**config.mk**
```make
export PLATFORM = sky130hd
export DESIGN_NAME = uart_fifo_top
export DESIGN_NICKNAME = d
export VERILOG_FILES = /design/src/design/uart_data_pkg.sv /design/src/design/uart_cfg_pkg.sv /design/src/design/uart_fifo_top.sv /design/src/design/uart_rx_tx.sv /design/src/design/uart_tx.sv /design/src/design/uart_rx.sv /design/src/design/sync_fifo.sv
export SDC_FILE = /design/constraint.sdc
export NUM_CORES = 1
export LEC_CHECK = 0
export BUFFER_PORTS_ARGS = -buffer_cell sky130_fd_sc_hd__buf_2
export CELL_PAD_IN_SITES_DETAIL_PLACEMENT = 1
export CELL_PAD_IN_SITES_GLOBAL_PLACEMENT = 2
export CORE_MARGIN = 1.5
export CORE_UTILIZATION = 43
export DETAILED_ROUTE_END_ITERATION = 12
export PLACE_DENSITY_LB_ADDON = 0.1
export RECOVER_POWER = 100
export SETUP_SLACK_MARGIN = 0.4
export SLEW_MARGIN = 10
export SYNTH_ARGS = -nofsm -noshare
export SYNTH_HDL_FRONTEND = slang
export SYNTH_SLANG_ARGS = --single-unit
```
**constraint.sdc**
```tcl
create_clock -name clk -period 2.6 [get_ports clk]
set_clock_uncertainty 0.2 [all_clocks]
set_input_delay 0.52 -clock clk [delete_from_list [all_inputs] [get_ports clk]]
set_output_delay 0.52 -clock clk [all_outputs]
set_load 0.01 [all_outputs]
```
**src/design/uart_data_pkg.sv**
```systemverilog
package uart_data_pkg;

    // one data byte on the line or in a FIFO.
    typedef logic [7:0] uart_byte_t;

    // index of the data bit inside a frame.
    typedef logic [2:0] bit_idx_t;

    // default FIFO depth as log2, so the pointers are one bit wider.
    localparam int default_fifo_depth_log2 = 4;

    // status toward the host.
    typedef struct packed {
        logic rx_err;      // receive FIFO overflow, one-cycle pulse.
        logic frame_err;   // low stop bit, one-cycle pulse.
        logic tx_idle;
        logic rx_idle;
        logic tx_done;     // last cycle of the stop bit.
        logic rx_done;     // byte accepted.
    } uart_status_t;

    typedef enum logic [1:0] {
        rx_st_idle,
        rx_st_start,
        rx_st_data,
        rx_st_stop
    } rx_state_t;

    typedef enum logic [2:0] {
        tx_st_idle,
        tx_st_fetch,
        tx_st_start,
        tx_st_data,
        tx_st_stop
    } tx_state_t;

endpackage

```
**src/design/uart_cfg_pkg.sv**
```systemverilog
package uart_cfg_pkg;

    // **************************************************
    // clock and baud defaults.
    // **************************************************

    // system clock in Hz.
    localparam int default_clk_frequency = 50_000_000;

    // serial line rate in bits per second.
    localparam int default_baud_rate = 115_200;

    // **************************************************
    // bit timing.
    // **************************************************

    // counts clocks inside one bit period.
    // 16 bits covers clock/baud ratios up to 65535.
    typedef logic [15:0] baud_cnt_t;

endpackage
```
**src/design/uart_fifo_top.sv**
```systemverilog
`timescale 1ns/1ns

module uart_fifo_top #(
    parameter int clk_frequency   = uart_cfg_pkg::default_clk_frequency,
    parameter int baud_rate       = uart_cfg_pkg::default_baud_rate,
    parameter int fifo_depth_log2 = uart_data_pkg::default_fifo_depth_log2
)(
    input  logic                        clk,
    input  logic                        resetn,
    input  logic                        rx,
    output logic                        tx,
    input  uart_data_pkg::uart_byte_t   host_wdata,
    input  logic                        host_wen,
    output logic                        host_full,
    input  logic                        host_ren,
    output uart_data_pkg::uart_byte_t   host_rdata,
    output logic                        host_empty,
    output uart_data_pkg::uart_status_t status,
    output logic                        rx_start
);

    uart_data_pkg::uart_byte_t tx_fifo_dout;
    logic                      tx_fifo_empty;
    logic                      tx_fifo_ren;
    uart_data_pkg::uart_byte_t rx_fifo_din;
    logic                      rx_fifo_wen;
    logic                      rx_fifo_full;

    // **************************************************
    // host side buffers.
    // **************************************************

    sync_fifo #(
        .depth_log2(fifo_depth_log2)
    ) tx_fifo_u (
        .clk   (clk),
        .resetn(resetn),
        .din   (host_wdata),
        .wen   (host_wen),
        .ren   (tx_fifo_ren),
        .dout  (tx_fifo_dout),
        .full  (host_full),
        .empty (tx_fifo_empty)
    );

    sync_fifo #(
        .depth_log2(fifo_depth_log2)
    ) rx_fifo_u (
        .clk   (clk),
        .resetn(resetn),
        .din   (rx_fifo_din),
        .wen   (rx_fifo_wen),
        .ren   (host_ren),
        .dout  (host_rdata),
        .full  (rx_fifo_full),
        .empty (host_empty)
    );

    // **************************************************
    // serial engine.
    // **************************************************

    uart_rx_tx #(
        .clk_frequency(clk_frequency),
        .baud_rate    (baud_rate)
    ) uart_u (
        .clk          (clk),
        .resetn       (resetn),
        .rx           (rx),
        .tx           (tx),
        .rx_fifo_din  (rx_fifo_din),
        .rx_fifo_wen  (rx_fifo_wen),
        .rx_fifo_full (rx_fifo_full),
        .tx_fifo_dout (tx_fifo_dout),
        .tx_fifo_empty(tx_fifo_empty),
        .tx_fifo_ren  (tx_fifo_ren),
        .status       (status),
        .rx_start     (rx_start)
    );

endmodule

```
**src/design/uart_rx_tx.sv**
```systemverilog
`timescale 1ns/1ns

module uart_rx_tx #(
    parameter int clk_frequency = uart_cfg_pkg::default_clk_frequency,
    parameter int baud_rate     = uart_cfg_pkg::default_baud_rate
)(
    input  logic                        clk,
    input  logic                        resetn,
    input  logic                        rx,
    output logic                        tx,
    output uart_data_pkg::uart_byte_t   rx_fifo_din,
    output logic                        rx_fifo_wen,
    input  logic                        rx_fifo_full,
    input  uart_data_pkg::uart_byte_t   tx_fifo_dout,
    input  logic                        tx_fifo_empty,
    output logic                        tx_fifo_ren,
    output uart_data_pkg::uart_status_t status,
    output logic                        rx_start
);

    // rounded to the nearest whole clock.
    localparam int clks_per_bit = (clk_frequency + baud_rate / 2) / baud_rate;

    logic rx_err_q;
    logic frame_err;
    logic tx_idle;
    logic rx_idle;
    logic tx_done;

    // a write into a full receive FIFO loses the byte.
    always_ff @(posedge clk or negedge resetn)
    begin
        if (!resetn)
            rx_err_q <= 1'b0;
        else
            rx_err_q <= rx_fifo_wen & rx_fifo_full;
    end

    uart_rx #(
        .clks_per_bit(clks_per_bit)
    ) uart_rx_u (
        .clk          (clk),
        .resetn       (resetn),
        .rx           (rx),
        .rx_byte      (rx_fifo_din),
        .rx_byte_valid(rx_fifo_wen),
        .frame_err    (frame_err),
        .rx_idle      (rx_idle),
        .rx_start     (rx_start)
    );

    uart_tx #(
        .clks_per_bit(clks_per_bit)
    ) uart_tx_u (
        .clk       (clk),
        .resetn    (resetn),
        .fifo_dout (tx_fifo_dout),
        .fifo_empty(tx_fifo_empty),
        .fifo_ren  (tx_fifo_ren),
        .tx        (tx),
        .tx_idle   (tx_idle),
        .tx_done   (tx_done)
    );

    assign status.rx_err    = rx_err_q;
    assign status.frame_err = frame_err;
    assign status.tx_idle   = tx_idle;
    assign status.rx_idle   = rx_idle;
    assign status.tx_done   = tx_done;
    assign status.rx_done   = rx_fifo_wen;

endmodule

```
**src/design/uart_tx.sv**
```systemverilog
`timescale 1ns/1ns

module uart_tx #(
    parameter int clks_per_bit = 434
)(
    input  logic                      clk,
    input  logic                      resetn,
    input  uart_data_pkg::uart_byte_t fifo_dout,
    input  logic                      fifo_empty,
    output logic                      fifo_ren,
    output logic                      tx,
    output logic                      tx_idle,
    output logic                      tx_done
);

    localparam uart_cfg_pkg::baud_cnt_t last_cnt =
        uart_cfg_pkg::baud_cnt_t'(clks_per_bit - 1);

    uart_data_pkg::tx_state_t  state;
    uart_cfg_pkg::baud_cnt_t   cnt;
    uart_data_pkg::bit_idx_t   bit_idx;
    uart_data_pkg::uart_byte_t shreg;
    logic                      tx_q;
    logic                      bit_end;

    assign bit_end = (cnt == last_cnt);

    // counter only runs while a bit is on the line.
    always_ff @(posedge clk or negedge resetn)
    begin
        if (!resetn)
            cnt <= '0;
        else if (state == uart_data_pkg::tx_st_idle || state == uart_data_pkg::tx_st_fetch)
            cnt <= '0;
        else if (bit_end)
            cnt <= '0;
        else
            cnt <= cnt + 1'b1;
    end

    always_ff @(posedge clk or negedge resetn)
    begin
        if (!resetn)
        begin
            state   <= uart_data_pkg::tx_st_idle;
            bit_idx <= '0;
            tx_q    <= 1'b1;
        end
        else
        begin
            case (state)
                uart_data_pkg::tx_st_idle:
                    if (!fifo_empty)
                        state <= uart_data_pkg::tx_st_fetch;
                // FIFO data is valid here, start bit goes out next.
                uart_data_pkg::tx_st_fetch:
                begin
                    state <= uart_data_pkg::tx_st_start;
                    tx_q  <= 1'b0;
                end
                uart_data_pkg::tx_st_start:
                    if (bit_end)
                    begin
                        state   <= uart_data_pkg::tx_st_data;
                        bit_idx <= '0;
                        tx_q    <= shreg[0];
                    end
                uart_data_pkg::tx_st_data:
                    if (bit_end)
                    begin
                        if (bit_idx == 3'd7)
                        begin
                            state <= uart_data_pkg::tx_st_stop;
                            tx_q  <= 1'b1;
                        end
                        else
                        begin
                            bit_idx <= bit_idx + 3'd1;
                            tx_q    <= shreg[1];
                        end
                    end
                uart_data_pkg::tx_st_stop:
                    if (bit_end)
                        state <= uart_data_pkg::tx_st_idle;
                default:
                    state <= uart_data_pkg::tx_st_idle;
            endcase
        end
    end

    // shifts right as each data bit completes.
    always_ff @(posedge clk)
    begin
        if (state == uart_data_pkg::tx_st_fetch)
            shreg <= fifo_dout;
        else if (state == uart_data_pkg::tx_st_data && bit_end)
            shreg <= {1'b0, shreg[7:1]};
    end

    assign fifo_ren = (state == uart_data_pkg::tx_st_idle) && !fifo_empty;
    assign tx       = tx_q;
    assign tx_idle  = (state == uart_data_pkg::tx_st_idle);
    assign tx_done  = (state == uart_data_pkg::tx_st_stop) && bit_end;

endmodule

```
**src/design/uart_rx.sv**
```systemverilog
`timescale 1ns/1ns

module uart_rx #(
    parameter int clks_per_bit = 434
)(
    input  logic                      clk,
    input  logic                      resetn,
    input  logic                      rx,
    output uart_data_pkg::uart_byte_t rx_byte,
    output logic                      rx_byte_valid,
    output logic                      frame_err,
    output logic                      rx_idle,
    output logic                      rx_start
);

    localparam uart_cfg_pkg::baud_cnt_t last_cnt =
        uart_cfg_pkg::baud_cnt_t'(clks_per_bit - 1);
    localparam uart_cfg_pkg::baud_cnt_t half_cnt =
        uart_cfg_pkg::baud_cnt_t'(clks_per_bit / 2 - 1);

    logic                      rx_meta;
    logic                      rx_sync;
    logic                      rx_prev;
    logic                      rx_fall;
    logic                      sample;
    uart_data_pkg::rx_state_t  state;
    uart_cfg_pkg::baud_cnt_t   cnt;
    uart_data_pkg::bit_idx_t   bit_idx;
    uart_data_pkg::uart_byte_t shreg;

    // **************************************************
    // input synchronizer and edge detect.
    // **************************************************

    // line idles high, so the flops come out of reset high.
    always_ff @(posedge clk or negedge resetn)
    begin
        if (!resetn)
        begin
            rx_meta <= 1'b1;
            rx_sync <= 1'b1;
            rx_prev <= 1'b1;
        end
        else
        begin
            rx_meta <= rx;
            rx_sync <= rx_meta;
            rx_prev <= rx_sync;
        end
    end

    assign rx_fall = rx_prev & ~rx_sync;

    // **************************************************
    // bit timing and frame FSM.
    // **************************************************

    // first sample at half a bit, then once per bit period.
    assign sample = (state == uart_data_pkg::rx_st_start) ? (cnt == half_cnt)
                                                          : (cnt == last_cnt);

    always_ff @(posedge clk or negedge resetn)
    begin
        if (!resetn)
            cnt <= '0;
        else if (state == uart_data_pkg::rx_st_idle || sample)
            cnt <= '0;
        else
            cnt <= cnt + 1'b1;
    end

    always_ff @(posedge clk or negedge resetn)
    begin
        if (!resetn)
        begin
            state   <= uart_data_pkg::rx_st_idle;
            bit_idx <= '0;
        end
        else
        begin
            case (state)
                uart_data_pkg::rx_st_idle:
                    if (rx_fall)
                        state <= uart_data_pkg::rx_st_start;
                uart_data_pkg::rx_st_start:
                    if (sample)
                    begin
                        // glitch, not a real start bit.
                        if (rx_sync)
                            state <= uart_data_pkg::rx_st_idle;
                        else
                        begin
                            state   <= uart_data_pkg::rx_st_data;
                            bit_idx <= '0;
                        end
                    end
                uart_data_pkg::rx_st_data:
                    if (sample)
                    begin
                        if (bit_idx == 3'd7)
                            state <= uart_data_pkg::rx_st_stop;
                        else
                            bit_idx <= bit_idx + 3'd1;
                    end
                uart_data_pkg::rx_st_stop:
                    if (sample)
                        state <= uart_data_pkg::rx_st_idle;
                default:
                    state <= uart_data_pkg::rx_st_idle;
            endcase
        end
    end

    // lsb arrives first.
    always_ff @(posedge clk)
    begin
        if (state == uart_data_pkg::rx_st_data && sample)
            shreg <= {rx_sync, shreg[7:1]};
    end

    assign rx_byte       = shreg;
    assign rx_byte_valid = (state == uart_data_pkg::rx_st_stop) && sample && rx_sync;
    assign frame_err     = (state == uart_data_pkg::rx_st_stop) && sample && !rx_sync;
    assign rx_idle       = (state == uart_data_pkg::rx_st_idle);
    assign rx_start      = (state == uart_data_pkg::rx_st_idle) && rx_fall;

endmodule

```
**src/design/sync_fifo.sv**
```systemverilog
`timescale 1ns/1ns

module sync_fifo #(
    parameter int depth_log2 = 4
)(
    input  logic                      clk,
    input  logic                      resetn,
    input  uart_data_pkg::uart_byte_t din,
    input  logic                      wen,
    input  logic                      ren,
    output uart_data_pkg::uart_byte_t dout,
    output logic                      full,
    output logic                      empty
);

    localparam int depth = 1 << depth_log2;

    uart_data_pkg::uart_byte_t mem [depth];
    logic [depth_log2:0]       wptr;
    logic [depth_log2:0]       rptr;
    logic                      do_write;
    logic                      do_read;

    assign do_write = wen && !full;
    assign do_read  = ren && !empty;

    // extra msb tells a full buffer from an empty one.
    assign empty = (wptr == rptr);
    assign full  = (wptr[depth_log2] != rptr[depth_log2])
                && (wptr[depth_log2-1:0] == rptr[depth_log2-1:0]);

    always_ff @(posedge clk or negedge resetn)
    begin
        if (!resetn)
        begin
            wptr <= '0;
            rptr <= '0;
        end
        else
        begin
            if (do_write)
                wptr <= wptr + 1'b1;
            if (do_read)
                rptr <= rptr + 1'b1;
        end
    end

    // storage and read data register.
    always_ff @(posedge clk)
    begin
        if (do_write)
            mem[wptr[depth_log2-1:0]] <= din;
        if (do_read)
            dout <= mem[rptr[depth_log2-1:0]];
    end

endmodule

```
==> run summary, run 1 <==
GP Congestion: 0.7787
Core box area: 32,780 um^2
Clock Sinks: 356
Fmax: 339.4 MHz
CP Data Arrival Time: 2230 ps
Max-slew violations: 0
Worst EP required: 1880 ps
Most common cell on crit path: or4_4
Most frequent cells in the layout: edfxtp_1, mux4_2, buf_4, dfrtp_1, nor2_1
Initial antenna violation count: 0
Synthesized Nets: 825
Final WL: 31,340 um
Worst vdd ir: 0.6140 mV
Sw Share: 27.08%
Internal: 12.27 mW
Worst setup SP type: flip-flop
Net Sw Power: 4.557 mW
Port bufs: 30
Worst-Margin Slew: 1397 ps
Post-Syn Area per Cell: 18.12 um^2
Worst-path maximum fanout: 2
Sequential share of power: 41.7%
Final period util: 113.3%
DRT Pass-1 Iters: 4
Row count: 66
Slew HR: 6.899%
CTS tree: built
Logic gate share of total power: 25.2%
Antenna diodes: 0
Final hold violation count: 0
Via/cell ratio: 5.283
RSZ-0062 raised after global routing: yes
YS warnings: 0
Starting Density: 43.94%
GRT Overall Usage: 18.02%
Asr flop ratio synth: 19.10%
DPL Wire Length: 19,450 um
Share of cells above drive strength 1: 35.51%
Worst setup EP type: primary output
Num CTS Buffers: 39
Final setup TNS: -694.4 ps
Vias in the first global route: 8,092
Vias: 7,513
Clock Pin Slew Worst Setup and Hold Paths: 60 ps
Post-synthesis sequential area ratio: 71.88%
Util after Layout: 55.03%
PwrDens: 932.8 nW/um^2
Largest net degree at the start of global routing: 47
Routed length per instance: 22.04 um
Layout Nets: 979
Mapped Cells: 795
Leak: 6.236 nW
DIE HEIGHT: 186.0 um
Synth unique cells: 52
Violated checks: setup timing
Chip Width: 186.0 um
Hold Path Class: reg -> reg
Max Cap Viol: 0
Die ar.: 34,610 um^2
CTS max path bufs: 3
Mapped cell area: 14,410 um^2
Critical Path, Cell by Cell: or4_4 > or4_4 > nor2_2 > buf_2
Main synth FF type: edfxtp_1
Remaining DRCs: 0
Setup CP Type: reg -> out
CTS root buffer: clkbuf_16
IO Count: 31
CTS HTree Levels: 2
Final worst setup slack: -346.7 ps
Outcome: finished, violations left
Tmin final: 2947 ps
First-pass GRT wire length: 46,860 um
Synthesis-to-finish area growth: 25.25%
Clk pwr share: 33.1%
Crit-path slowest cell: or4_4
Placed inst area: 15,560 um^2
Finish-stage setup viols: 5
1st-iter DRT viols: 438
Worst hold margin: 193.6 ps
EDFF count, synth: 288
Grt ovf: 0
Most common cell after layout, fill and taps aside: edfxtp_1
Slowest stage delay, CP: 560 ps
FF+latch count, synth: 356
Clock latency on the worst-skew pair: 530 ps
Routed Antenna Nets: 0
Cell area after layout: 18,040 um^2
worst max-delay path, delay by kind of cell (launching register included):
kind                   cells  cell delay, ps
AND/OR/NAND/NOR            3            1190
buffers and inverters      1             130
flip-flops                 1             390
power groups by stage:
stage	sequential [mW]	clock [mW]	combinational [mW]
final	7.01	5.58	4.24
after global routing	7.07	5.88	4.57
after CTS	7.01	5.71	3.76
after detailed placement	7.13	0	3.57
after global placement	7.10	0	3.49
after floorplan	7.01	0	2.60
repair_timing:
action                                  CTS  global route
gates cloned                              1             5
gates resized for setup                  57            72
pin swaps                                46            38
hold buffers                              2             0
endpoints found under the setup margin  244           345
hold endpoints to repair                 23             0
setup buffers                            38            36
path summary, 6_finish.rpt:
check                                              startpoint  cells past startpoint  slack [ps]                                      end
min                        uart_u.uart_rx_u.rx_meta$_DFF_PN1_                      0         190       uart_u.uart_rx_u.rx_sync$_DFF_PN1_
max reg2reg                     tx_fifo_u.wptr[1]$_DFFE_PN0P_                      8          20           tx_fifo_u.mem[15][3]$_DFFE_PP_
min reg2reg                uart_u.uart_rx_u.rx_meta$_DFF_PN1_                      0         190       uart_u.uart_rx_u.rx_sync$_DFF_PN1_
min in group asynchronous                              resetn                      2         630  uart_u.uart_rx_u.bit_idx[1]$_DFFE_PN0P_
max in group asynchronous                              resetn                      3         100            tx_fifo_u.rptr[1]$_DFFE_PN0P_
max                        uart_u.uart_tx_u.cnt[10]$_DFF_PN0_                      4        -350                                status[1]
flip-flops by register name, summed over array words and instances (netlist names), 3 cells and up, named ones only:
register	flops
rx_fifo_u.rptr	5
tx_fifo_u.dout	8
tx_fifo_u.mem	128
rx_fifo_u.wptr	5
uart_u.uart_tx_u.shreg	8
uart_u.uart_tx_u.bit_idx	3
uart_u.uart_tx_u.state	3
tx_fifo_u.wptr	5
uart_u.uart_rx_u.rx_byte	8
uart_u.uart_tx_u.cnt	16
rx_fifo_u.dout	8
uart_u.uart_rx_u.cnt	16
uart_u.uart_rx_u.bit_idx	3
tx_fifo_u.rptr	5
rx_fifo_u.mem	128
cells in the mapped netlist, types with 4 or more instances:
master / number / area share (%)
dfstp_2: 4 / 0.73
dfrtp_1: 64 / 11
nor2_1: 74 / 1.9
nor3_1: 16 / 0.56
mux4_2: 80 / 13
ha_1: 17 / 1.5
buf_2: 17 / 0.59
a21oi_1: 6 / 0.21
edfxtp_1: 288 / 60
xor2_1: 26 / 1.6
nand3_1: 26 / 0.90
nand4_1: 13 / 0.56
inv_1: 11 / 0.29
nor4_1: 4 / 0.17
nand2_1: 30 / 0.78
mux2_2: 11 / 0.86
and2_1: 4 / 0.17
clkbuf_1: 12 / 0.31
and3_1: 7 / 0.30
nand2b_1: 8 / 0.35
xnor2_1: 29 / 1.8
buf_4: 6 / 0.31
layout make-up:
type | count | area, um^2
inverter | 11 | 43.79
clock buffer | 48 | 1041
fill | 2945 | 14740
multi-input combinational | 391 | 4329
timing repair buffer | 150 | 1436
sequential | 356 | 10370
clock inverter | 24 | 267.8
tap | 442 | 553.0
cell families after synthesis:
logic type | count (synthesis) | share of synthesized area, %
flip-flops | 356 | 71.88
AND/OR/NAND/NOR | 200 | 6.992
multiplexers | 92 | 13.44
XOR/XNOR | 55 | 3.344
buffers and inverters | 49 | 1.633
AO/OA/AOI/OAI | 26 | 1.233
adder cells (fa/ha/maj) | 17 | 1.477
metal layers:
| layer | GRT usage (%) | vias up | wire, um |
|---|---|---|---|
| met5 | 0 | - | 0 |
| met4 | 4.548 | 0 | 514 |
| met3 | 2.622 | 45 | 1072 |
| met2 | 31.94 | 120 | 16550 |
| met1 | 23.28 | 3935 | 13200 |
| li1 | - | 3413 | - |
stage by stage:
step | setup slack, ps | std cells | power [mW]
6_report | -346.7 | 1422 | 16.83
5_1_grt | -385.2 | 1422 | 17.52
4_1_cts | -378.5 | 1381 | 16.48
3_5_place_dp | 104.8 | 1268 | 10.70
3_3_place_gp | 146.1 | 1268 | 10.59
2_1_floorplan | 179.8 | 795 | 9.612
No activity file was read; power rests on OpenSTA's default activity.
==> run 2: changes to the inputs <==
--- a/config.mk
+++ b/config.mk
@@ -11,7 +11,7 @@
 export CORE_MARGIN = 1.5
 export CORE_UTILIZATION = 43
 export DETAILED_ROUTE_END_ITERATION = 12
-export PLACE_DENSITY_LB_ADDON = 0.1
+export PLACE_DENSITY_LB_ADDON = 0.2
 export RECOVER_POWER = 100
 export SETUP_SLACK_MARGIN = 0.4
 export SLEW_MARGIN = 10
==> run 2 against run 1 <==
Compared with the run above:
- the run still ends with setup timing left
- register-to-register slack got worse by 350 ps
- global-route usage is 0.16 points higher
- fmax increased by 0.24%
- largest power group unchanged
==> run summary, run 2 (synthesis gave the netlist of run 1 again) <==
Outcome: finished, violations left
Violated checks: setup timing
CTS max path bufs: 3 (unchanged)
Share of cells above drive strength 1: 33.85% (-1.7 points)
Placed inst area: 15,570 um^2 (about the same)
Slowest stage delay, CP: 560 ps (about the same)
Most frequent cells in the layout: edfxtp_1, mux4_2, dfrtp_1, buf_4, nor2_1
Most common cell after layout, fill and taps aside: edfxtp_1
Routed length per instance: 21.37 um (-3.0%)
Remaining DRCs: 0 (unchanged)
Final worst setup slack: -339.8 ps (+6.910 ps)
Final hold violation count: 0 (unchanged)
First-pass GRT wire length: 47,330 um (+1.0%)
Row count: 66 (unchanged)
Layout Nets: 969 (-1.0%)
Worst-Margin Slew: 1130 ps (-266.9 ps)
Worst EP required: 1880 ps (about the same)
Slew HR: 24.69% (+18 points)
Final WL: 30,160 um (-3.8%)
Leak: 6.049 nW (-3.0%)
Hold Path Class: reg -> reg
CP Data Arrival Time: 2220 ps (about the same)
CTS root buffer: clkbuf_16
Crit-path slowest cell: or4_4
CTS HTree Levels: 2 (unchanged)
DPL Wire Length: 19,300 um (-0.82%)
GP Congestion: 0.7885 (+1.3%)
Vias: 7,476 (-0.49%)
Max-slew violations: 0 (unchanged)
Worst-path maximum fanout: 2 (unchanged)
RSZ-0062 raised after global routing: yes
Clock latency on the worst-skew pair: 520 ps (about the same)
Largest net degree at the start of global routing: 39 (-17%)
Worst setup EP type: primary output
Die ar.: 34,610 um^2 (unchanged)
Layout Cells excl Fill: 1,411 (-0.77%)
Placed Cells: 1,271 (+0.24%)
Initial antenna violation count: 0 (unchanged)
Core box area: 32,780 um^2 (unchanged)
Starting Density: 43.94% (unchanged)
Clock Sinks: 356 (unchanged)
Via/cell ratio: 5.298 (+0.28%)
Cell area after layout: 17,480 um^2 (-3.1%)
Finish-stage setup viols: 95 (+90)
Most common cell on crit path: or4_4
Worst vdd ir: 0.6034 mV (-1.7%)
Fill count: 3,014 (+2.3%)
Num CTS Buffers: 39 (unchanged)
Clock Pin Slew Worst Setup and Hold Paths: 60 ps (about the same)
Max Cap Viol: 0 (unchanged)
Synthesis-to-finish area growth: 21.35%
Worst setup SP type: flip-flop
1st-iter DRT viols: 308 (-30%)
Pwr Total: 16.33 mW (-2.9%)
Grt ovf: 0 (unchanged)
Final period util: 113.1% (-0.27 points)
IO Count: 31 (unchanged)
DRT Pass-1 Iters: 6 (+2)
Setup CP Type: reg -> out
Antenna diodes: 0 (unchanged)
Tmin final: 2940 ps (-6.910 ps)
Chip Width: 186.0 um (unchanged)
Fmax: 340.2 MHz (+0.24%)
GRT Overall Usage: 18.19% (+0.16 points)
Routed Antenna Nets: 0 (unchanged)
CTS tree: built
Critical Path, Cell by Cell: or4_4 > or4_4 > nor2_2 > buf_2
Port bufs: 30 (unchanged)
DIE HEIGHT: 186.0 um (unchanged)
PwrDens: 934.4 nW/um^2 (+0.17%)
Vias in the first global route: 8,297 (+2.5%)
run 2: metrics by stage:
stage / utilization (%) / worst slack, ps / hold WS, ps / setup TNS (ps)
final: 53.32 / -339.8 / 172.3 / -12740
after detailed placement: 47.50 / 115.2 / 153.9 / 0
after global routing: 53.32 / -398.2 / 178.6 / -38470
after CTS: 53.92 / -348.9 / 162.5 / -2300
after floorplan: - / 179.8 / 24.41 / 0
after global placement: 47.50 / 122.0 / 156.8 / 0
run 2: what timing repair did:
action,4_1_cts,5_1_grt
resized for setup,73,34
pin swaps,38,35
endpoints found under the hold margin,35,0
setup buffers,45,17
hold buffers,2,0
setup endpoints to repair,213,349
gates cloned,5,0
run 2: final cells by class:
class | instances | area (um^2) | share of cell area, %
multi-input combinational | 391 | 4126 | 23.61
timing repair buffer | 140 | 1156 | 6.614
clock inverter | 21 | 195.2 | 1.117
tap | 442 | 553.0 | 3.164
inverter | 11 | 41.29 | 0.2362
clock buffer | 50 | 1039 | 5.941
sequential | 356 | 10370 | 59.32
run 2: final timing paths:
path | startpoint | endpoint | slack, ps | cells after the start
max | uart_u.uart_tx_u.cnt[10]$_DFF_PN0_ | status[1] | -340 | 4
min | uart_u.uart_rx_u.rx_meta$_DFF_PN1_ | uart_u.uart_rx_u.rx_sync$_DFF_PN1_ | 170 | 0
max reg2reg | uart_u.uart_tx_u.cnt[10]$_DFF_PN0_ | uart_u.uart_tx_u.shreg[3]$_DFFE_PP_ | -330 | 10
min reg2reg | uart_u.uart_rx_u.rx_meta$_DFF_PN1_ | uart_u.uart_rx_u.rx_sync$_DFF_PN1_ | 170 | 0
max in group asynchronous | resetn | rx_fifo_u.rptr[0]$_DFFE_PN0P_ | 420 | 3
min in group asynchronous | resetn | uart_u.uart_rx_u.bit_idx[2]$_DFFE_PN0P_ | 540 | 2
run 2: power breakdown:
group / internal (mW) / switching (mW)
logic: 2.10 / 1.94
clock network: 3.14 / 2.16
registers: 6.68 / 0.317
run 2: routing by layer:
layer / GRT usage [%] / share of wire (%) / up-vias
li1: - / - / 3389
met1: 23.22 / 43 / 3917
met2: 31.90 / 52 / 118
met3: 2.700 / 2.9 / 52
met4: 5.935 / 2.3 / 0
met5: 0 / 0 / -
run 2: critical path, delay by kind of cell, from the launching register on:
family,cells,cell delay [ps]
buffers and inverters,1,130
flip-flops,1,380
AND/OR/NAND/NOR,3,1190
